<file path="src/design/lq_pkg.sv">
package lq_pkg;

    localparam int ROB_IDX_W = 5;
    localparam int PRF_IDX_W = 6;

    // defaults, the top level may override
    localparam int DEF_NUM_ENTRIES = 8;
    localparam int DEF_WAYS = 2;

    typedef logic [15:0] addr_t;
    typedef logic [31:0] data_t;

    typedef enum logic [1:0] {
        BYTE = 2'd0,
        HALF = 2'd1,
        WORD = 2'd2
    } mem_size_t;

    // per-entry life cycle
    typedef enum logic [2:0] {
        ST_FREE      = 3'd0,
        ST_WAIT_ADDR = 3'd1,
        ST_READY     = 3'd2,
        ST_WAIT_MEM  = 3'd3,
        ST_DONE      = 3'd4
    } ld_state_t;

    typedef struct packed {
        mem_size_t              size;
        logic [ROB_IDX_W-1:0]   rob_idx;
        logic [PRF_IDX_W-1:0]   prf_idx;
        logic                   is_signed;
    } ld_issue_t;

    typedef struct packed {
        addr_t      addr;
        mem_size_t  size;
    } cache_req_t;

    typedef struct packed {
        data_t                  data;
        logic [PRF_IDX_W-1:0]   prf_idx;
        logic [ROB_IDX_W-1:0]   rob_idx;
        mem_size_t              size;
        logic                   is_signed;
    } cdb_payload_t;

endpackage

</file>
<file path="src/design/lq_alloc.sv">
module lq_alloc #(
    parameter int NUM_ENTRIES = lq_pkg::DEF_NUM_ENTRIES,
    parameter int WAYS = lq_pkg::DEF_WAYS
) (
    input  logic [NUM_ENTRIES-1:0]                  free_mask,
    input  logic [WAYS-1:0]                         ld_en,
    input  lq_pkg::ld_issue_t [WAYS-1:0]            ld_info,
    output logic [NUM_ENTRIES-1:0]                  alloc_en,
    output lq_pkg::ld_issue_t [NUM_ENTRIES-1:0]     alloc_info
);

    // which entry each way landed in
    logic [WAYS-1:0][NUM_ENTRIES-1:0] way_gnt;

    always_comb begin
        logic [NUM_ENTRIES-1:0] avail;
        logic taken;
        avail = free_mask;
        alloc_en = '0;
        alloc_info = '0;
        way_gnt = '0;
        // way 0 first, each way takes the lowest entry still open
        for (int w = 0; w < WAYS; w++) begin
            taken = 1'b0;
            for (int e = 0; e < NUM_ENTRIES; e++) begin
                if (ld_en[w] && !taken && avail[e]) begin
                    alloc_en[e] = 1'b1;
                    alloc_info[e] = ld_info[w];
                    avail[e] = 1'b0;
                    way_gnt[w][e] = 1'b1;
                    taken = 1'b1;
                end
            end
        end
    end

    // an entry may belong to one way at most
    always_comb begin
        logic [WAYS-1:0] owners;
        for (int e = 0; e < NUM_ENTRIES; e++) begin
            for (int w = 0; w < WAYS; w++) begin
                owners[w] = way_gnt[w][e];
            end
            a_single_owner: assert ($onehot0(owners))
                else $error("entry %0d granted to more than one way", e);
        end
    end

endmodule

</file>
<file path="config.mk">
export PLATFORM = sky130hd
export DESIGN_NAME = lq_alloc
export DESIGN_NICKNAME = d
export VERILOG_FILES = /design/src/design/lq_pkg.sv /design/src/design/lq_alloc.sv
export SDC_FILE = /design/constraint.sdc
export NUM_CORES = 1
export LEC_CHECK = 0
export ABC_AREA = 0
export ABC_CLOCK_PERIOD_IN_PS = 2900
export BUFFER_PORTS_ARGS = -buffer_cell sky130_fd_sc_hd__buf_2
export CORE_MARGIN = 2
export CORE_UTILIZATION = 43
export DETAILED_ROUTE_END_ITERATION = 6
export PLACE_DENSITY = 0.88
export SYNTH_ARGS = -nofsm -noshare
export SYNTH_HDL_FRONTEND = slang
export SYNTH_SLANG_ARGS = --single-unit
</file>
<file path="constraint.sdc">
create_clock -name vclk -period 2.9
set_input_delay 0.29 -clock vclk [all_inputs]
set_output_delay 0.29 -clock vclk [all_outputs]
set_load 0.02 [all_outputs]
</file>
==> results.md <==
- Outcome: finished, final reports clean
- Most frequent cells after synthesis: 84 x a22o_1, 40 x clkbuf_1, 19 x nand2_1
- Drt pass-1 iters: 5
- Post-CTS Setup Inserts: 0
- Sequential cell count: 0
- Crit path from: free_mask[1]
- Cell count after synthesis: around 270
- Worst path cell trace: buf_2 -> or3_4 -> or2_4 -> nand2_1 -> and4b_1 -> a22o_1 -> buf_2
- Post-synthesis net count: 310
- Remaining Overflow, GRT: 0
- Worst setup SP type: primary input
- Post-synth top area share: 0.4118
- Area of the core: approximately 4000 um^2
- Distinct cell type count after synthesis: 39
- Worst-Margin Slew: 703.3 ps
- Worst slew margin: 0.5308
- Most frequent cell after synthesis: a22o_1
- Largest net degree at the start of global routing: 24
- Pwr/cell area: around 130 nW/um^2
- Layout cells sized above 1: 0.4833
- Register area: 0 um^2
- Final Critical Period: about 2700 ps
- Setup crit end: alloc_info[78]
- CP arrival: 2370 ps
- CP max FO: 14
- Final instance area: between 2000 and 3000 um^2
- Crit. End Element: output port
- Die width: around 68 um
- Avg Cell Area, Syn: approximately 6.6 um^2
- First-pass GRT wire length: just over 10000 um
- Max Cap Viol: 0
- IO Port Bufs: ~160
- Required @ worst endpoint: 2610 ps
- 1st-iter DRT viols: ~200
- Area grow syn2layout: 40.34%
- Final period utilization: 0.9176
- Via Count: approximately 2700
- Final Setup Violations: 0
- Slew Limit Fails: 0
- # diodes: 0
- Post_cts resized: 0
- Ranking of synthesized cells by area: a22o_1 41%, clkbuf_1 8.4%, a22oi_1 5.9%
- FILL cells: approximately 360
- Area of the mapped netlist: 1787 um^2
- DRC: 0
- Core Rows: 23
- Initial antenna violation count: 0
- Detailed placement HPWL: ~5500 um
- # clk buffers: 0
- Chip height: 68.46 um
- Setup TNS: 0 ps
- LEAKAGE: ~1.5 nW
- Vias in the first global route: ~2100
- Number of primary I/O pins: approximately 160
- Unrepaired setup endpoints after global routing: false
- Drt via density: between 6 and 7
- Final wirelength: 7424 um
- DIE AREA: between 4000 and 5000 um^2
- Post-cts hold buffer count: 0
- Max stage delay on crit path: roughly 660 ps
- Min-delay src: ld_info[21]
- Antenna viol nets, final: 0
- Initial core utilization: 0.4467
- Worst VDD drop: 92.36 uV
- Area leader, netlist: a22o_1
- WL/cell: about 17 um
- Final RePlAce weighted congestion: 0.9450
- Seq/Total Area, Yosys: 0
- Critical Path Slowest Stage Cell: and4b_1
- Worst path most repeated cell: buf_2
- Layout Nets: approximately 430
- Yosys warns: 0
- Count of final hold-check violations: 0
- GRT Util Overall: 0.2813
- Post-DP Area: roughly 2500 um^2
- Tightest Hold Check Type: in2out
- Maximum clock rate: approximately 0.38 GHz
- Crit Path Class: in2out
-- per-layer routing --
metal  share of wire  GRT usage  vias to the layer above  routed length [um]
met2            0.48     0.5240                      183                3585
met3           0.094    0.01809                       17                 699
li1                -          -                     1242                   -
met4           0.021    0.07000                        0                 158
met1            0.40     0.3447                     1230                2980
met5               0          0                        -                   0
-- worst max-delay path: cells and delay by family --
family / cells / cell delay (ps)
compound gates: 1 / 250
simple gates: 4 / 1490
buf+inv: 2 / 330
-- kinds of logic after synthesis --
kind of cell | count (synthesis) | share of synthesized area
AO/OA/AOI/OAI | 127 | 0.5700
AND/OR/NAND/NOR | 68 | 0.2290
XOR/XNOR | 2 | 0.009806
adder cells (fa/ha/maj) | 1 | 0.005602
buffers and inverters | 74 | 0.1856
-- area by class of cell --
cell class	count	area, um^2	area share
Multi-Input combinational cell	198	1466	0.5848
Tap cell	50	62.56	0.02495
Inverter	16	60.06	0.02395
Timing Repair Buffer	175	918.4	0.3663
-- worst min-delay path by stage --
stage	end	slack (ps)	depth (start not counted)
4_1_cts	alloc_info[104]	990	4
3_5_place_dp	alloc_info[104]	990	4
2_1_floorplan	alloc_en[0]	780	1
3_3_place_gp	alloc_info[105]	980	4
5_1_grt	alloc_info[101]	1010	4
6_report	alloc_info[105]	990	4
-- cells in the final DEF, fill, tap and decap left out --
cell type,n
a22o_1,84
or3_4,1
o311ai_0,1
or4_1,1
o21ai_1,10
nor2b_1,16
nand3b_1,1
nor4b_1,1
nor2_1,7
and4b_1,1
buf_2,158
a211oi_2,1
and3_1,4
nand3_1,1
o32ai_1,1
nor3b_2,1
and2_0,1
maj3_1,1
o211ai_1,1
xor2_1,2
nand2b_1,3
nand2_1,19
o31a_1,1
nor4b_4,1
a22oi_1,14
o21a_2,1
inv_1,16
or2_4,1
or2_2,5
nor4b_2,1
nor3_1,2
o21a_1,2
a21oi_1,4
o31ai_1,1
o21ai_0,6
buf_4,17
nor4_4,1
-- through the flow --
step	cells	worst slack, ps	hold WS [ps]	util	power, mW
3_5_place_dp	439	271.8	986.2	0.6268	0.3103
5_1_grt	439	174.8	1007	0.6268	0.3376
6_report	439	239.0	991.2	0.6268	0.3156
4_1_cts	439	273.7	986.1	0.6268	0.3115
3_3_place_gp	439	335.3	980.7	0.6268	0.3058
2_1_floorplan	272	610.2	776.8	-	0.2182
-- where the power goes --
part / leakage [nW] / total (mW) / switching, mW / internal (mW)
logic: 1.50 / 0.316 / 0.204 / 0.112
registers: 0 / 0 / 0 / 0
clock network: 0 / 0 / 0 / 0
total: 1.50 / 0.316 / 0.204 / 0.112
Power figures use the tool's default switching activity.
