[src/design/lq_pkg.sv]
package lq_pkg;

    localparam int ROB_IDX_W = 5;
    localparam int PRF_IDX_W = 6;

    // defaults, the top level may override
    localparam int DEF_NUM_ENTRIES = 8;
    localparam int DEF_WAYS = 2;

    typedef logic [15:0] addr_t;
    typedef logic [31:0] data_t;

    typedef enum logic [1:0] {
        BYTE = 2'd0,
        HALF = 2'd1,
        WORD = 2'd2
    } mem_size_t;

    // per-entry life cycle
    typedef enum logic [2:0] {
        ST_FREE      = 3'd0,
        ST_WAIT_ADDR = 3'd1,
        ST_READY     = 3'd2,
        ST_WAIT_MEM  = 3'd3,
        ST_DONE      = 3'd4
    } ld_state_t;

    typedef struct packed {
        mem_size_t              size;
        logic [ROB_IDX_W-1:0]   rob_idx;
        logic [PRF_IDX_W-1:0]   prf_idx;
        logic                   is_signed;
    } ld_issue_t;

    typedef struct packed {
        addr_t      addr;
        mem_size_t  size;
    } cache_req_t;

    typedef struct packed {
        data_t                  data;
        logic [PRF_IDX_W-1:0]   prf_idx;
        logic [ROB_IDX_W-1:0]   rob_idx;
        mem_size_t              size;
        logic                   is_signed;
    } cdb_payload_t;

endpackage

[src/design/lq_entry_if.sv]
interface lq_entry_if #(
    parameter int N = lq_pkg::DEF_NUM_ENTRIES
);

    // entry status, seen by the two arbiters
    logic [N-1:0]                   ready;
    logic [N-1:0]                   done;
    lq_pkg::cache_req_t [N-1:0]     cache_req;
    lq_pkg::cdb_payload_t [N-1:0]   cdb_pl;

    // one-hot grants back into the array
    logic [N-1:0]                   rd_gnt;
    logic [N-1:0]                   cdb_gnt;

    modport array (
        output ready,
        output done,
        output cache_req,
        output cdb_pl,
        input  rd_gnt,
        input  cdb_gnt
    );

    modport port (
        input  ready,
        input  done,
        input  cache_req,
        input  cdb_pl,
        output rd_gnt,
        output cdb_gnt
    );

endinterface

[src/design/lq_entry_array.sv]
module lq_entry_array #(
    parameter int NUM_ENTRIES = lq_pkg::DEF_NUM_ENTRIES,
    parameter int WAYS = lq_pkg::DEF_WAYS
) (
    input  logic                                        clock,
    input  logic                                        arst_n,
    input  logic                                        except,
    input  logic [NUM_ENTRIES-1:0]                      alloc_en,
    input  lq_pkg::ld_issue_t [NUM_ENTRIES-1:0]         alloc_info,
    input  logic [WAYS-1:0]                             alu_valid,
    input  logic [WAYS-1:0]                             alu_is_ls,
    input  logic [WAYS-1:0][lq_pkg::ROB_IDX_W-1:0]      alu_rob_idx,
    input  lq_pkg::addr_t [WAYS-1:0]                    alu_data,
    input  logic                                        dc_hit,
    input  lq_pkg::data_t                               dc_data,
    input  logic [NUM_ENTRIES-1:0]                      mem_feedback,
    input  lq_pkg::data_t                               mem_data,
    output logic [NUM_ENTRIES-1:0]                      free_mask,
    output logic [$clog2(NUM_ENTRIES+1)-1:0]            lq_num_free,
    lq_entry_if.array                                   ifc
);

    localparam int CNT_W = $clog2(NUM_ENTRIES + 1);

    lq_pkg::ld_state_t  state_q [NUM_ENTRIES];
    lq_pkg::ld_state_t  state_d [NUM_ENTRIES];
    lq_pkg::addr_t      addr_q [NUM_ENTRIES];
    lq_pkg::ld_issue_t  info_q [NUM_ENTRIES];
    lq_pkg::data_t      data_q [NUM_ENTRIES];

    logic [NUM_ENTRIES-1:0] alu_hit;
    lq_pkg::addr_t          alu_addr [NUM_ENTRIES];
    logic [NUM_ENTRIES-1:0] wait_mem;
    logic [CNT_W-1:0]       alloc_cnt;
    logic                   cdb_fire;

    // snoop ALU results for the rob index of each waiting load
    always_comb begin
        for (int i = 0; i < NUM_ENTRIES; i++) begin
            alu_hit[i] = 1'b0;
            alu_addr[i] = '0;
            for (int w = 0; w < WAYS; w++) begin
                if (alu_valid[w] && alu_is_ls[w] && state_q[i] == lq_pkg::ST_WAIT_ADDR &&
                    alu_rob_idx[w] == info_q[i].rob_idx) begin
                    alu_hit[i] = 1'b1;
                    alu_addr[i] = alu_data[w];
                end
            end
        end
    end

    always_comb begin
        for (int i = 0; i < NUM_ENTRIES; i++) begin
            state_d[i] = state_q[i];
            case (state_q[i])
                lq_pkg::ST_FREE:
                    if (alloc_en[i]) begin
                        state_d[i] = lq_pkg::ST_WAIT_ADDR;
                    end
                lq_pkg::ST_WAIT_ADDR:
                    if (alu_hit[i]) begin
                        state_d[i] = lq_pkg::ST_READY;
                    end
                lq_pkg::ST_READY:
                    // the cache answers within the grant cycle
                    if (ifc.rd_gnt[i]) begin
                        state_d[i] = dc_hit ? lq_pkg::ST_DONE : lq_pkg::ST_WAIT_MEM;
                    end
                lq_pkg::ST_WAIT_MEM:
                    if (mem_feedback[i]) begin
                        state_d[i] = lq_pkg::ST_DONE;
                    end
                default:
                    if (ifc.cdb_gnt[i]) begin
                        state_d[i] = lq_pkg::ST_FREE;
                    end
            endcase
        end
    end

    // status and payload views for the arbiters
    always_comb begin
        for (int i = 0; i < NUM_ENTRIES; i++) begin
            free_mask[i] = state_q[i] == lq_pkg::ST_FREE;
            wait_mem[i] = state_q[i] == lq_pkg::ST_WAIT_MEM;
            ifc.ready[i] = state_q[i] == lq_pkg::ST_READY;
            ifc.done[i] = state_q[i] == lq_pkg::ST_DONE;
            ifc.cache_req[i] = '{addr: addr_q[i], size: info_q[i].size};
            ifc.cdb_pl[i] = '{data: data_q[i], prf_idx: info_q[i].prf_idx,
                              rob_idx: info_q[i].rob_idx, size: info_q[i].size,
                              is_signed: info_q[i].is_signed};
        end
    end

    assign alloc_cnt = CNT_W'($countones(alloc_en));
    assign cdb_fire = |ifc.cdb_gnt;

    always_ff @(posedge clock or negedge arst_n) begin
        if (!arst_n) begin
            for (int i = 0; i < NUM_ENTRIES; i++) begin
                state_q[i] <= lq_pkg::ST_FREE;
            end
            lq_num_free <= CNT_W'(NUM_ENTRIES);
        end else if (except) begin
            for (int i = 0; i < NUM_ENTRIES; i++) begin
                state_q[i] <= lq_pkg::ST_FREE;
            end
            lq_num_free <= CNT_W'(NUM_ENTRIES);
        end else begin
            for (int i = 0; i < NUM_ENTRIES; i++) begin
                state_q[i] <= state_d[i];
            end
            lq_num_free <= lq_num_free - alloc_cnt + CNT_W'(cdb_fire);
        end
    end

    always_ff @(posedge clock) begin
        for (int i = 0; i < NUM_ENTRIES; i++) begin
            if (alloc_en[i] && state_q[i] == lq_pkg::ST_FREE) begin
                info_q[i] <= alloc_info[i];
            end
            if (alu_hit[i]) begin
                addr_q[i] <= alu_data_sel(i);
            end
            // hit data from the cache, miss data from memory
            if (state_q[i] == lq_pkg::ST_READY && ifc.rd_gnt[i] && dc_hit) begin
                data_q[i] <= dc_data;
            end else if (wait_mem[i] && mem_feedback[i]) begin
                data_q[i] <= mem_data;
            end
        end
    end

    function automatic lq_pkg::addr_t alu_data_sel(input int i);
        return alu_addr[i];
    endfunction

    a_mem_target: assert property (@(posedge clock) disable iff (!arst_n)
        (mem_feedback & ~wait_mem) == '0)
        else $error("mem_feedback aimed at an entry not waiting for memory");

    // counter kept in step with the entries that are free
    a_free_bound: assert property (@(posedge clock) disable iff (!arst_n)
        lq_num_free <= CNT_W'(NUM_ENTRIES) &&
        lq_num_free == CNT_W'($countones(free_mask)))
        else $error("free count above queue depth or out of step with free entries");

endmodule

[src/flat_wrapper.sv]
// flat-port wrapper written by rule: the top's interface ports become plain ports
module lq_entry_array_flat 
#(
    parameter int NUM_ENTRIES = lq_pkg::DEF_NUM_ENTRIES,
    parameter int WAYS = lq_pkg::DEF_WAYS
)
  (clock, arst_n, except, alloc_en, alloc_info, alu_valid, alu_is_ls, alu_rob_idx, alu_data, dc_hit, dc_data, mem_feedback, mem_data, free_mask, lq_num_free, ifc_ready, ifc_done, ifc_cache_req, ifc_cdb_pl, ifc_rd_gnt, ifc_cdb_gnt);
  lq_entry_if ifc_i ();
  input  logic clock;
  input  logic arst_n;
  input  logic except;
  input  logic [NUM_ENTRIES-1:0] alloc_en;
  input  lq_pkg::ld_issue_t [NUM_ENTRIES-1:0] alloc_info;
  input  logic [WAYS-1:0] alu_valid;
  input  logic [WAYS-1:0] alu_is_ls;
  input  logic [WAYS-1:0][lq_pkg::ROB_IDX_W-1:0] alu_rob_idx;
  input  lq_pkg::addr_t [WAYS-1:0] alu_data;
  input  logic dc_hit;
  input  lq_pkg::data_t dc_data;
  input  logic [NUM_ENTRIES-1:0] mem_feedback;
  input  lq_pkg::data_t mem_data;
  output logic [NUM_ENTRIES-1:0] free_mask;
  output logic [$clog2(NUM_ENTRIES+1)-1:0] lq_num_free;
  output wire logic [$bits(ifc_i.ready)-1:0] ifc_ready;
  output wire logic [$bits(ifc_i.done)-1:0] ifc_done;
  output wire logic [$bits(ifc_i.cache_req)-1:0] ifc_cache_req;
  output wire logic [$bits(ifc_i.cdb_pl)-1:0] ifc_cdb_pl;
  input wire logic [$bits(ifc_i.rd_gnt)-1:0] ifc_rd_gnt;
  input wire logic [$bits(ifc_i.cdb_gnt)-1:0] ifc_cdb_gnt;
  assign ifc_ready = ifc_i.ready;
  assign ifc_done = ifc_i.done;
  assign ifc_cache_req = ifc_i.cache_req;
  assign ifc_cdb_pl = ifc_i.cdb_pl;
  assign ifc_i.rd_gnt = ifc_rd_gnt;
  assign ifc_i.cdb_gnt = ifc_cdb_gnt;
  lq_entry_array #(.NUM_ENTRIES(NUM_ENTRIES), .WAYS(WAYS)) u_core (.clock(clock), .arst_n(arst_n), .except(except), .alloc_en(alloc_en), .alloc_info(alloc_info), .alu_valid(alu_valid), .alu_is_ls(alu_is_ls), .alu_rob_idx(alu_rob_idx), .alu_data(alu_data), .dc_hit(dc_hit), .dc_data(dc_data), .mem_feedback(mem_feedback), .mem_data(mem_data), .free_mask(free_mask), .lq_num_free(lq_num_free), .ifc(ifc_i));
endmodule
[config.mk]
export PLATFORM = sky130hd
export DESIGN_NAME = lq_entry_array_flat
export DESIGN_NICKNAME = d
export VERILOG_FILES = /design/src/design/lq_pkg.sv /design/src/design/lq_entry_if.sv /design/src/design/lq_entry_array.sv /design/src/flat_wrapper.sv
export SDC_FILE = /design/constraint.sdc
export NUM_CORES = 1
export LEC_CHECK = 0
export BUFFER_PORTS_ARGS = -buffer_cell sky130_fd_sc_hd__clkbuf_2
export CAP_MARGIN = 20
export CORE_AREA = 2 2 309 311
export CTS_BUF_LIST = sky130_fd_sc_hd__clkbuf_8
export DETAILED_ROUTE_END_ITERATION = 8
export DIE_AREA = 0 0 311 313
export PLACE_DENSITY_LB_ADDON = 0.15
export SYNTH_ARGS = -nofsm -noshare
export SYNTH_HDL_FRONTEND = slang
export SYNTH_SLANG_ARGS = --single-unit
[constraint.sdc]
create_clock -name clock -period 3.7 [get_ports clock]
set_input_delay 0.74 -clock clock [delete_from_list [all_inputs] [get_ports clock]]
set_output_delay 0.74 -clock clock [all_outputs]
set_load 0.01 [all_outputs]
==> results.md, run 1 <==
Place:
- The count of port buffers added during placement is 797.
- The detailed placement HPWL is 74.5 mm.
- The final RePlAce weighted congestion is 0.839.

STA:
- The number of max-slew violations in the final report is 0.
- The hold violation count in the final report is 0.
- Across all hold checks on the routed design, the worst slack comes to 150 ps.
- Setup repair after global routing left no endpoint under its margin.
- The minimum period implied by the final worst setup slack is 2860 ps.
- The count of final setup violators is 0.
- The transition time at the pin with the least slew margin is 1110 ps.
- For the final routed database, the setup TNS stands at 0 ps.
- For the final database, setup skew stands at 37.0 ps.
- The worst max-slew margin expressed relative to the limit is 0.260.
- Timing would allow up to 349 MHz.
- Dividing the final minimum period by the clock period gives 0.774.

Power and ir drop:
- The worst-case IR drop observed on VDD is 0.253 mV.
- For this design the ratio of total power to cell area is 433 nW/um2.
- The design draws 0.0132 W.
- The leakage power is 11.9 nW.

Logic synthesis:
- The post-synthesis async set-or-reset flop share is 0.0534.
- The sequential share of the synthesized area is 0.664.
- The count of state elements after synthesis is 524.
- The count of flip-flops with a built-in enable after synthesis is 496.
- In the post-synthesis netlist, the biggest area contributors are sky130_fd_sc_hd__edfxtp_1, sky130_fd_sc_hd__mux2_2, sky130_fd_sc_hd__nand2_1.
- The Yosys step of the flow raised 0 warnings.
- The count of unique library cells instantiated by Yosys is 58.
- The post-synthesis cell count is 1,617.
- The cell area after synthesis is 23,500 um2.
- Among all flip-flop cells after synthesis, the most frequent one is sky130_fd_sc_hd__edfxtp_1.
- Of the post-synthesis cell area, the dominant cell type holds 0.634.
- The library cell occupying the most area in the post-synthesis netlist is sky130_fd_sc_hd__edfxtp_1.
- The most common cell in the synthesized netlist is sky130_fd_sc_hd__edfxtp_1.
- Counting every net in the synthesized netlist gives 1,889.
- Dividing the synthesized area by the synthesized cell count gives 14.5 um2.
- Sorting the synthesized cells by how often they occur yields sky130_fd_sc_hd__edfxtp_1, sky130_fd_sc_hd__mux2_2, sky130_fd_sc_hd__nand2_1, sky130_fd_sc_hd__o21ai_0, sky130_fd_sc_hd__xnor2_1.

CTS:
- The clock latency at the later pin of the worst-skew pair is 740 ps.
- The number of H-tree levels is 3.
- Clock-pin slew was measured on the worst setup and hold paths at 70 ps.
- In this run, post-CTS hold repair placed 0 buffers.
- The number of clock sinks is 524.
- The number of buffers between clock root and the deepest sink is 3.
- In this run the post-CTS setup repair buffer count came out at 0.
- The number of buffers created by CTS is 100.
- The count of cells resized by post-cts repair is 0.
- The clock root buffer is sky130_fd_sc_hd__clkbuf_8.
- TritonCTS built the clock tree.

Critical path:
- The arrival time reported for the critical path endpoint is 2120 ps.
- The highest fanout seen on the critical path is 10.
- Measured in cells, the most critical reg-to-reg path has a length of 5.
- The critical-path cell with the highest stage delay is sky130_fd_sc_hd__nor3_1.
- For the worst setup path, the data required time is 2960 ps.
- The largest single stage delay on the critical path is 580 ps.
- The kind of start point of the critical path is a register.
- The reg-to-reg startpoint is u_core.state_q[9].
- The worst flop-to-flop path endpoint is u_core.addr_q[1][11].
- The critical path endpoint category is a primary output.
- The signal on the critical path passes through nor3_1 -> clkbuf_2.
- The startpoint-to-endpoint class of the critical path is reg -> out.
- The setup slack of the worst register-to-register path is 1060 ps.

Detailed routing:
- Dividing the detail-routed wire length by the instance count gives 26.7 um.
- The final layout contains routed wiring with a total length of 101 mm.
- The remaining routing DRC violations is 0.
- The via count is 16,900.
- Dividing the detail-routed via count by the number of cells gives 4.47.
- The post-detailed-route count of antenna-violating nets is 0.
- The initial detailed-routing violation count is 1,237.
- The count of TritonRoute iterations in the first routing pass is 5.

Layout:
- The area growth from synthesis to final layout is 30.0%.
- For this run, the post-layout net count is 2,695.
- The share of final-layout standard cells stronger than drive strength 1 is 0.501.
- Counting the fill cells in the layout gives 9,644.

Global route:
- For this run, global-route usage on met3 was measured as 0.0514.
- The global routing met1 resource utilization is 0.251.
- The initial antenna violation count came to 11.
- Entering global routing, the biggest net connects 34 pins.
- The first global-routing pass estimated 140 mm of wire.
- The met2 layer usage reported by global route is 0.345.
- The number of global-route vias before repair was 17,800.
- Global routing finished with a remaining overflow of 0.
- For this run, the total global-route usage over all layers was measured as 0.202.
- The layer flagged by global routing as most heavily used is met2.

Floorplan:
- Measured along the x axis, the die boundary spans 311 um.
- The die is 313 um tall.
- After floorplanning, the core was divided into 113 placement rows.
- For this configuration, the core starts out at a cell density of 0.250.
- The die outline area is 97,300 um2.
- 798 I/O pins were placed.
- The core region is 94,200 um2.

Outcome:
- The flow ran to the end, and the final reports show no timing, DRC or antenna violations.

Worst hold path:
- The worst hold-check path type is in -> async.

Flow run:
- Across the run, the number of max-cap violations was 0.
## sequential cells by signal, summed over array words and instances (netlist names)
| signal | count |
|---|---|
| u_core.addr_q | 128 |
| u_core.lq_num_free | 4 |
| u_core.state_q | 24 |
| u_core.data_q | 256 |
| u_core.info_q | 112 |
## cells in the final DEF (no fill, tap or decap), drive strengths merged, types with 32 or more instances in the layout
| master | netlist | routed |
|---|---|---|
| edfxtp | 496 | 496 |
| clkbuf | 45 | 900 |
| nand2 | 209 | 209 |
| inv | 38 | 76 |
| xnor2 | 50 | 50 |
| o21ai | 94 | 94 |
| buf | 91 | 43 |
| mux2 | 256 | 256 |
| clkinv | 0 | 32 |
| xor2 | 33 | 33 |
## cells by family after synthesis
family | after synthesis | share of synthesized area
AOI/OAI and AO/OA | 191 | 0.0511
xor gates and xnor gates | 83 | 0.0309
adders and majority gates | 14 | 0.00937
buffers and inverters | 174 | 0.0370
DFF | 524 | 0.664
muxes | 260 | 0.124
and+or+nand+nor | 371 | 0.0837
## area by class of cell
cell class | count | area, um2 | area share
diodes | 6 | 15.0 | 0.000492
clock buffers | 103 | 1420 | 0.0464
clock inverters | 73 | 335 | 0.0110
inverters | 38 | 143 | 0.00467
multi-input cells | 919 | 7100 | 0.232
flip-flops and latches | 524 | 15600 | 0.511
well taps | 1265 | 1580 | 0.0518
repair buffers | 840 | 4360 | 0.143
## how the worst max path moves through the flow
stage               slack [ps]               endpoint               start  depth (start not counted)
floorplan                  660  u_core.lq_num_free[3]         alloc_en[6]                          9
global placement           130  u_core.lq_num_free[3]      ifc_cdb_gnt[4]                         13
detailed placement         150  u_core.lq_num_free[3]      ifc_cdb_gnt[4]                         13
CTS                        570            ifc_done[7]   u_core.state_q[2]                          2
global route               560           free_mask[3]  u_core.state_q[12]                          2
finish                     840           free_mask[3]  u_core.state_q[12]                          2
## critical path, delay by kind of cell, from the launching register on
family,cells,cell delay (ps)
and+or+nand+nor,1,580
DFF,1,490
buffers and inverters,1,340
## metal layers
metal,vias to the layer above,share of wire
met2,562,0.50
met5,-,0.00057
met1,8551,0.42
met3,133,0.063
li1,7598,-
met4,8,0.023
## through the flow
step | instance area [um2] | cells | worst slack, ps | util
after floorplan | 23500 | 1617 | 656 | -
after global placement | 28800 | 3586 | 132 | 0.306
after detailed placement | 28800 | 3586 | 148 | 0.306
after CTS | 30500 | 3762 | 566 | 0.324
after global routing | 30500 | 3765 | 559 | 0.324
final | 30500 | 3768 | 837 | 0.324
## power by group
group          total (W)  switching [W]  leakage [nW]  internal, W
registers        0.00677       0.000127          4.79      0.00664
logic            0.00125       0.000747          6.08     0.000503
clock network    0.00522        0.00259          1.03      0.00263
total             0.0132        0.00347          11.9      0.00977
Power figures use the tool's default switching activity.
==> run 2: changes to the inputs <==
- ABC_AREA: not set -> 1
- CORE_AREA: 2 2 309 311 -> 2 2 311 313
- DIE_AREA: 0 0 311 313 -> 0 0 313 315
- clock period: 3.7 -> 2.4 ns (I/O delays scaled with it)
==> results.md, run 2 <==
CTS:
- The clock root buffer is sky130_fd_sc_hd__clkbuf_8 (unchanged).
- The clock transition at the registers of the reported paths was 60 ps (was 70 ps).
- The number of clock sinks is 524 (unchanged).
- The number of H-tree levels is 3 (unchanged).
- The TritonCTS clock tree is built (unchanged).
- The clock latency at the later pin of the worst-skew pair is 730 ps (was 740 ps).
- The number of buffers between clock root and the deepest sink was 3 (unchanged).
- The number of buffers created by CTS is 97 (was 100).

Floorplan:
- The die width is 313 um (was 311 um).
- The die outline area is 98,600 um2 (was 97,300 um2).
- The number of placement rows is 114 (was 113).
- The core outline area is 95,700 um2 (was 94,200 um2).
- The starting density of the core is 0.248 (was 0.250).
- The die height is 315 um (was 313 um).
- The boundary pin count came to 798 (unchanged).

Layout:
- The share of final-layout standard cells stronger than drive strength 1 came to 0.338 (was 0.501).
- Largest registers: u_core.data_q (256), u_core.addr_q (128), u_core.info_q (112) (unchanged).
- The register bank with the most flops was u_core.data_q (unchanged).
- The post-route cell area is 32,600 um2 (was 30,500 um2).
- Commonest cells after routing, fill and taps aside: sky130_fd_sc_hd__clkbuf_2, sky130_fd_sc_hd__nand2_1, sky130_fd_sc_hd__edfxtp_1, sky130_fd_sc_hd__o21ai_0, sky130_fd_sc_hd__inv_1 (was sky130_fd_sc_hd__clkbuf_2, sky130_fd_sc_hd__edfxtp_1, sky130_fd_sc_hd__mux2_2, sky130_fd_sc_hd__nand2_1, sky130_fd_sc_hd__clkbuf_8).
- The number of standard cells in the final layout excluding fillers is 4,536 (was 3,768).
- The flip-flop count of the largest register after layout came to 256 (unchanged).
- The number of filler cells placed in the layout is 9,805 (was 9,644).
- The total number of nets in the final design is 3,451 (was 2,695).
- The commonest non-fill, non-tap cell in the layout is sky130_fd_sc_hd__clkbuf_2 (unchanged).
- The area growth from synthesis to final layout came to 37.6% (was 30.0%).

Logic synthesis:
- The count of flip-flops with a built-in enable after synthesis is 496 (unchanged).
- The average instance area after synthesis is 10.6 um2 (was 14.5 um2).
- The count of unique library cells instantiated by Yosys is 41 (was 58).
- The main combinational cell family by area after synthesis is simple AND/OR/NAND/NOR gates (was multiplexers).
- Most area-consuming cells after synthesis: sky130_fd_sc_hd__edfxtp_1, sky130_fd_sc_hd__nand2_1, sky130_fd_sc_hd__o21ai_0 (was sky130_fd_sc_hd__edfxtp_1, sky130_fd_sc_hd__mux2_2, sky130_fd_sc_hd__nand2_1).
- The post-synthesis xor/xnor area fraction was 0.00849 (was 0.0309).
- The multiplexer share of the synthesized area is 0 (was 0.124).
- The simple-gate share of the synthesized area came to 0.158 (was 0.0837).
- The number of warnings reported in the yosys synthesis log came to 0 (unchanged).
- The sequential share of the synthesized area was 0.658 (was 0.664).
- The flip-flop cell with the highest count after synthesis is sky130_fd_sc_hd__edfxtp_1 (unchanged).
- The cell area after synthesis was 23,700 um2 (was 23,500 um2).
- The library cell occupying the most area in the post-synthesis netlist is sky130_fd_sc_hd__edfxtp_1 (unchanged).
- The post-synthesis cell count was 2,244 (was 1,617).
- The top cell type's share of synthesized area is 0.628 (was 0.634).
- The number of nets produced by synthesis is 2,516 (was 1,889).
- The post-synthesis async set-or-reset flop share is 0.0534 (unchanged).
- The count of state elements after synthesis came to 524 (unchanged).
- The share of the synthesized area in compound gates (AO/OA/AOI/OAI) is 0.100 (was 0.0511).
- The most common cell in the netlist is sky130_fd_sc_hd__nand2_1 (was sky130_fd_sc_hd__edfxtp_1).
- The adder and majority gate portion of the synthesized area is 0.00929 (was 0.00937).
- Most frequent cells after synthesis: sky130_fd_sc_hd__nand2_1, sky130_fd_sc_hd__edfxtp_1, sky130_fd_sc_hd__o21ai_0, sky130_fd_sc_hd__inv_1, sky130_fd_sc_hd__nand3_1 (was sky130_fd_sc_hd__edfxtp_1, sky130_fd_sc_hd__mux2_2, sky130_fd_sc_hd__nand2_1, sky130_fd_sc_hd__o21ai_0, sky130_fd_sc_hd__xnor2_1).

Critical path:
- The kind of start point of the critical path is a primary input (was register).
- The worst flop-to-flop path endpoint is u_core.lq_num_free[3] (was u_core.addr_q[1][11]).
- The critical path required time was 3060 ps (was 2960 ps).
- The critical path endpoint category is a register (was primary output).
- The startpoint-to-endpoint class of the critical path is in -> reg (was reg -> out).
- The highest fanout seen on the critical path came to 2 (was 10).
- The worst reg-to-reg path cell count came to 9 (was 5).
- The arrival time reported for the critical path endpoint is 2950 ps (was 2120 ps).
- The reg-to-reg startpoint is u_core.lq_num_free[1] (was u_core.state_q[9]).
- The setup slack of the worst register-to-register path was 180 ps (was 1060 ps).

Power and ir drop:
- The part of the power in the clock network is 0.302 (was 0.394).
- The proportion of power drawn by combinational gates was 0.263 (was 0.094).
- The leakage power came to 14.6 nW (was 11.9 nW).
- The internal portion of total power is 0.0187 W (was 0.00977 W).
- The maximum resistive drop on vdd is 0.500 mV (was 0.253 mV).
- The power density over the cells is 878 nW/um2 (was 433 nW/um2).
- The net switching power figure is 0.0100 W (was 0.00347 W).
- The net switching fraction of the power is 0.349 (was 0.262).
- The share of total power in sequential cells was 0.435 (was 0.511).

Detailed routing:
- The initial detailed-routing violation count came to 1,839 (was 1,237).
- The post-detailed-route count of antenna-violating nets is 0 (unchanged).
- The average vias per placed instance is 4.56 (was 4.47).
- The via count is 20,700 (was 16,900).
- The average wire per standard cell is 22.5 um (was 26.7 um).
- The remaining routing DRC violations is 0 (unchanged).
- The wire length after detailed routing is 102 mm (was 101 mm).
- The count of TritonRoute iterations in the first routing pass was 7 (was 5).

STA:
- The count of final setup violators is 0 (unchanged).
- Setup repair after global routing missed its margin: true (was false).
- The post-route clock skew came to 34.7 ps (was 37.0 ps).
- Counting I/O delays and the setup requirement, the final critical path takes 2290 ps.
- The setup TNS came to 0 ps (unchanged).
- The hold violation count in the final report is 0 (unchanged).
- Dividing the final minimum period by the clock period gives 0.955.
- The transition time at the pin with the least slew margin is 886 ps (was 1110 ps).
- The highest achievable clock rate is 436 MHz.
- The number of max-slew violations in the final report is 0 (unchanged).
- The slack of the critical path is 107 ps (was 837 ps).
- The worst max-slew margin expressed relative to the limit is 0.409 (was 0.260).

Worst hold path:
- The startpoint identified for the worst hold timing path is dc_data[18].
- Along the worst hold path, the cell count comes to 3.
- The worst hold-check path type is in -> reg (was in -> async).
- The worst hold path terminates at u_core.data_q[1][50].

Global route:
- The initial antenna violation count is 6 (was 11).
- The overflow left after global routing came to 0 (unchanged).
- The largest net degree at the start of global routing came to 65 (was 34).
- The total track usage came to 0.200 (was 0.202).
- The global-route wire length before repair is 143 mm (was 140 mm).
- The number of global-route vias before repair is 20,600 (was 17,800).

Place:
- The total placed cells including tap cells came to 4,240 (was 3,586).
- The count of port buffers added during placement came to 797 (unchanged).
- The total cell area at the placement stage came to 29,600 um2 (was 28,800 um2).
- The detailed placement HPWL is 74.9 mm (was 74.5 mm).
- The pre-CTS worst setup slack came to -504 ps (was 148 ps).
- The final RePlAce weighted congestion is 0.857 (was 0.839).

Outcome:
- Run status: complete, no violations (unchanged).

Flow run:
- The number of max-cap violations is 0 (unchanged).
==> run 2: cell types whose count changed in the layout (fill, tap and decap cells not counted), sizes merged, moves of 20 or more <==
cell	delta
mux2	-256
dlygate4sd3	+114
o21ai	+305
a22o	-28
nor2	+82
xor2	-20
nand2	+366
xnor2	-40
inv	+152
nand3	+143
buf	+37
==> run 2: logic make-up after synthesis <==
group	after synthesis
AOI/OAI and AO/OA	458
xor gates and xnor gates	23
adders and majority gates	14
buffers and inverters	345
DFF	524
and+or+nand+nor	880
==> run 2: final cells by class <==
class | count | area, um2 | share of cell area
clock inverters | 78 | 520 | 0.0159
well taps | 1276 | 1600 | 0.0489
flip-flops and latches | 524 | 15600 | 0.478
multi-input cells | 1375 | 6720 | 0.206
diodes | 4 | 10.0 | 0.000307
clock buffers | 98 | 1350 | 0.0413
inverters | 190 | 726 | 0.0222
repair buffers | 991 | 6120 | 0.187
==> run 2: critical path: stages <==
cell	delay, ps
sky130_fd_sc_hd__dlygate4sd3_1	570
sky130_fd_sc_hd__clkbuf_2	130
sky130_fd_sc_hd__inv_2	60
sky130_fd_sc_hd__nand4_1	120
sky130_fd_sc_hd__nor2_4	120
sky130_fd_sc_hd__fa_1	410
sky130_fd_sc_hd__inv_1	70
sky130_fd_sc_hd__ha_2	160
sky130_fd_sc_hd__inv_2	40
sky130_fd_sc_hd__fa_2	320
sky130_fd_sc_hd__inv_2	70
sky130_fd_sc_hd__ha_4	130
sky130_fd_sc_hd__xnor2_2	70
sky130_fd_sc_hd__a21oi_1	120
sky130_fd_sc_hd__o21ai_1	70
==> run 2: per-stage QoR <==
stage	total power (W)	hold slack (ps)	util
after floorplan	0.0164	184	-
after global placement	0.0200	528	0.309
after detailed placement	0.0201	544	0.309
after CTS	0.0290	38.3	0.341
after global routing	0.0301	106	0.341
final	0.0287	137	0.341
==> run 2: worst max path at each step <==
stage,slack (ps),startpoint,to,depth (start not counted)
2_1_floorplan,-220,ifc_cdb_gnt[6],u_core.lq_num_free[3],12
3_3_place_gp,-570,ifc_cdb_gnt[7],u_core.lq_num_free[3],13
3_5_place_dp,-500,ifc_cdb_gnt[7],u_core.lq_num_free[3],13
4_1_cts,2,u_core.state_q[3],ifc_ready[6],2
5_1_grt,-7,ifc_cdb_gnt[2],u_core.lq_num_free[3],15
6_report,110,ifc_cdb_gnt[2],u_core.lq_num_free[3],15
==> run 2: power groups by stage <==
stage          combinational, W  clock, W  sequential (W)
3_3_place_gp            0.00741         0          0.0126
4_1_cts                 0.00763   0.00894          0.0125
6_report                0.00754   0.00867          0.0125
3_5_place_dp            0.00746         0          0.0126
2_1_floorplan           0.00348         0          0.0129
5_1_grt                 0.00827   0.00928          0.0126
==> run 2: repair_timing <==
action                                 CTS  global route
resized for setup                        1             6
endpoints found under the hold margin  140             0
hold buffers                           114             0
gates cloned                             0             0
setup endpoints to repair                1             5
pin swaps                                0             1
setup buffers                            0             2
==> run 2: layer usage <==
metal  vias up  track usage  routed length, um
met3       147       0.0466               7840
met5         -            0                 27
met2       974        0.338              49700
met1      9949        0.247              41400
met4         4       0.0785               3180
li1       9594            -                  -
==> run 3: changes to the inputs <==
- BUFFER_PORTS_ARGS: -buffer_cell sky130_fd_sc_hd__clkbuf_2 -> not set
- DONT_BUFFER_PORTS: not set -> 1
==> results.md, run 3 (synthesis results as in run 2) <==
Detailed routing:
- The post-detailed-route count of antenna-violating nets is 0 (unchanged).
- The wire length after detailed routing came to 101 mm (was 102 mm).
- The count of TritonRoute iterations in the first routing pass is 5 (was 7).
- The remaining routing DRC violations is 0 (unchanged).
- The average vias per placed instance was 4.74 (was 4.56).
- The initial detailed-routing violation count was 1,982 (was 1,839).
- The average wire per standard cell is 26.6 um (was 22.5 um).
- The via count is 18,000 (was 20,700).

Critical path:
- The highest fanout seen on the critical path is 2 (unchanged).
- The critical path required time is 3060 ps (about the same).
- The reg-to-reg startpoint was u_core.lq_num_free[1] (unchanged).
- The setup slack of the worst register-to-register path is 130 ps (was 180 ps).
- The critical path endpoint category is a register (unchanged).
- The kind of start point of the critical path was a primary input (unchanged).
- The worst reg-to-reg path cell count came to 9 (unchanged).
- The arrival time reported for the critical path endpoint was 2970 ps (was 2950 ps).
- The worst flop-to-flop path endpoint is u_core.lq_num_free[3] (unchanged).
- The startpoint-to-endpoint class of the critical path is in -> reg (unchanged).

Floorplan:
- The starting density of the core came to 0.248 (unchanged).
- The die height is 315 um (unchanged).
- The core outline area is 95,700 um2 (unchanged).
- The boundary pin count is 798 (unchanged).
- The number of placement rows was 114 (unchanged).
- The die width is 313 um (unchanged).
- The die outline area was 98,600 um2 (unchanged).

Layout:
- The area growth from synthesis to final layout was 23.1% (was 37.6%).
- The number of filler cells placed in the layout is 9,848 (was 9,805).
- The number of standard cells in the final layout excluding fillers is 3,804 (was 4,536).
- Commonest cells after routing, fill and taps aside: sky130_fd_sc_hd__nand2_1, sky130_fd_sc_hd__edfxtp_1, sky130_fd_sc_hd__o21ai_0, sky130_fd_sc_hd__inv_1, sky130_fd_sc_hd__dlygate4sd3_1 (was sky130_fd_sc_hd__clkbuf_2, sky130_fd_sc_hd__nand2_1, sky130_fd_sc_hd__edfxtp_1, sky130_fd_sc_hd__o21ai_0, sky130_fd_sc_hd__inv_1).
- The register bank with the most flops was u_core.data_q (unchanged).
- The core occupancy in the finished layout is 0.305 (was 0.341).
- The total number of nets in the final design is 2,710 (was 3,451).
- The flip-flop count of the largest register after layout is 256 (unchanged).
- The commonest non-fill, non-tap cell in the layout is sky130_fd_sc_hd__nand2_1 (was sky130_fd_sc_hd__clkbuf_2).
- Largest registers: u_core.data_q (256), u_core.addr_q (128), u_core.info_q (112) (unchanged).
- The area of all sequential standard cells is 15,600 um2 (about the same).
- The area of the multi-input gates is 6720 um2 (about the same).
- The share of final-layout standard cells stronger than drive strength 1 was 0.122 (was 0.338).

CTS:
- The number of buffers created by CTS was 97 (unchanged).
- The number of buffers between clock root and the deepest sink came to 3 (unchanged).
- The number of H-tree levels was 3 (unchanged).
- The clock root buffer is sky130_fd_sc_hd__clkbuf_8 (unchanged).
- The number of clock sinks is 524 (unchanged).
- The clock latency at the later pin of the worst-skew pair was 730 ps (about the same).
- The total setup buffers inserted after CTS was 0 (unchanged).
- The clock transition at the registers of the reported paths is 70 ps (was 60 ps).
- The TritonCTS clock tree is built (unchanged).

STA:
- The highest achievable clock rate is 433 MHz (was 436 MHz).
- The count of final setup violators is 0 (unchanged).
- The slack of the critical path is 90.1 ps (was 107 ps).
- The hold violation count in the final report is 0 (unchanged).
- The transition time at the pin with the least slew margin is 1090 ps (was 886 ps).
- The number of max-slew violations in the final report is 0 (unchanged).
- The post-route clock skew is 33.1 ps (was 34.7 ps).
- The minimum period implied by the final worst setup slack is 2310 ps (was 2290 ps).
- The final clock period utilization by the worst path came to 0.962 (was 0.955).
- The setup TNS was 0 ps (unchanged).
- Setup repair after global routing missed its margin: false (was true).
- The worst max-slew margin expressed relative to the limit was 0.274 (was 0.409).

Place:
- The final RePlAce weighted congestion came to 0.885 (was 0.857).
- The count of port buffers added during placement is 0 (was 797).
- The detailed placement HPWL came to 72.3 mm (was 74.9 mm).
- The pre-CTS worst setup slack came to -310 ps (was -504 ps).
- The total placed cells including tap cells is 3,438 (was 4,240).

Global route:
- The total track usage is 0.198 (was 0.200).
- The initial antenna violation count is 4 (was 6).
- The global-route wire length before repair is 139 mm (was 143 mm).
- The largest net degree at the start of global routing was 65 (unchanged).
- The overflow left after global routing is 0 (unchanged).
- The number of global-route vias before repair came to 17,500 (was 20,600).

Worst hold path:
- The launch instance of the worst min-delay path is except (was dc_data[18]).
- The number of cells on the worst hold path is 4 (was 3).
- The worst hold-check path type is in -> reg (unchanged).
- The destination of the worst hold path is u_core.state_q[22] (was u_core.data_q[1][50]).

Power and ir drop:
- The maximum resistive drop on vdd is 0.519 mV (was 0.500 mV).
- The power density over the cells came to 948 nW/um2 (was 878 nW/um2).
- The leakage power was 11.4 nW (was 14.6 nW).

Outcome:
- Run status: complete, no violations (unchanged).

Flow run:
- The number of max-cap violations is 0 (unchanged).
[run 3: cell count changes in the layout (fill, tap and decap cells not counted), moves of 4 or more]
| cell | previous run | this run |
|---|---|---|
| sky130_fd_sc_hd__dfrtp_1 | 23 | 27 |
| sky130_fd_sc_hd__clkbuf_2 | 797 | 0 |
| sky130_fd_sc_hd__buf_12 | 31 | 26 |
| sky130_fd_sc_hd__dfrtp_2 | 4 | 0 |
| sky130_fd_sc_hd__dlygate4sd3_1 | 114 | 175 |
| sky130_fd_sc_hd__clkinv_2 | 13 | 21 |
| sky130_fd_sc_hd__inv_1 | 205 | 197 |
| sky130_fd_sc_hd__clkinv_1 | 18 | 22 |
[run 3: timing repair]
action / in CTS / in global routing
gates resized for setup: 2 / 2
endpoints found under the setup margin: 2 / 2
pin swaps: 0 / 0
hold buffers: 177 / 0
endpoints found under the hold margin: 557 / 0
[run 3: area by class of cell]
type                    count  area share
flip-flops and latches    524       0.534
multi-input cells        1375       0.230
repair buffers            250      0.0904
well taps                1276      0.0547
clock buffers             101      0.0476
inverters                 190      0.0249
clock inverters            81      0.0171
diodes                      7    0.000600
[run 3: power breakdown]
group / internal (W) / switching [W] / total [W]
clock network: 0.00447 / 0.00409 / 0.00857
logic: 0.00174 / 0.00407 / 0.00581
registers: 0.0117 / 0.00160 / 0.0133
total: 0.0179 / 0.00977 / 0.0277
[run 3: metal layers]
metal  share of wire  track usage  routed length, um
met2            0.49        0.333              50000
met4           0.022       0.0606               2180
met5        0.000079            0                  8
met3           0.082       0.0497               8290
met1            0.40        0.249              40700
[run 3: worst max-delay path, cell delays in order]
cell	delay, ps
sky130_fd_sc_hd__dlygate4sd3_1	600
sky130_fd_sc_hd__inv_1	130
sky130_fd_sc_hd__nand4_1	160
sky130_fd_sc_hd__nor2_4	120
sky130_fd_sc_hd__fa_1	420
sky130_fd_sc_hd__inv_1	70
sky130_fd_sc_hd__ha_2	160
sky130_fd_sc_hd__inv_2	40
sky130_fd_sc_hd__fa_2	330
sky130_fd_sc_hd__inv_2	80
sky130_fd_sc_hd__ha_4	130
sky130_fd_sc_hd__xnor2_2	110
sky130_fd_sc_hd__a21oi_1	80
sky130_fd_sc_hd__o21ai_1	80
[run 3: stage by stage]
stage	hold WS, ps	cell area, um2	total power, W
after detailed placement	186	25500	0.0189
after floorplan	184	23800	0.0164
after global routing	51.2	29200	0.0290
after CTS	0.205	29200	0.0280
after global placement	186	25500	0.0189
final	80.0	29200	0.0277
[run 3: worst max path at each step]
stage	start	to	slack, ps	cells after the start
2_1_floorplan	ifc_cdb_gnt[6]	u_core.lq_num_free[3]	-220	12
4_1_cts	u_core.state_q[2]	free_mask[7]	20	3
5_1_grt	u_core.state_q[6]	free_mask[5]	8	3
3_5_place_dp	alloc_en[2]	u_core.lq_num_free[3]	-310	9
6_report	ifc_cdb_gnt[3]	u_core.lq_num_free[3]	90	14
3_3_place_gp	ifc_cdb_gnt[6]	u_core.lq_num_free[3]	-340	12
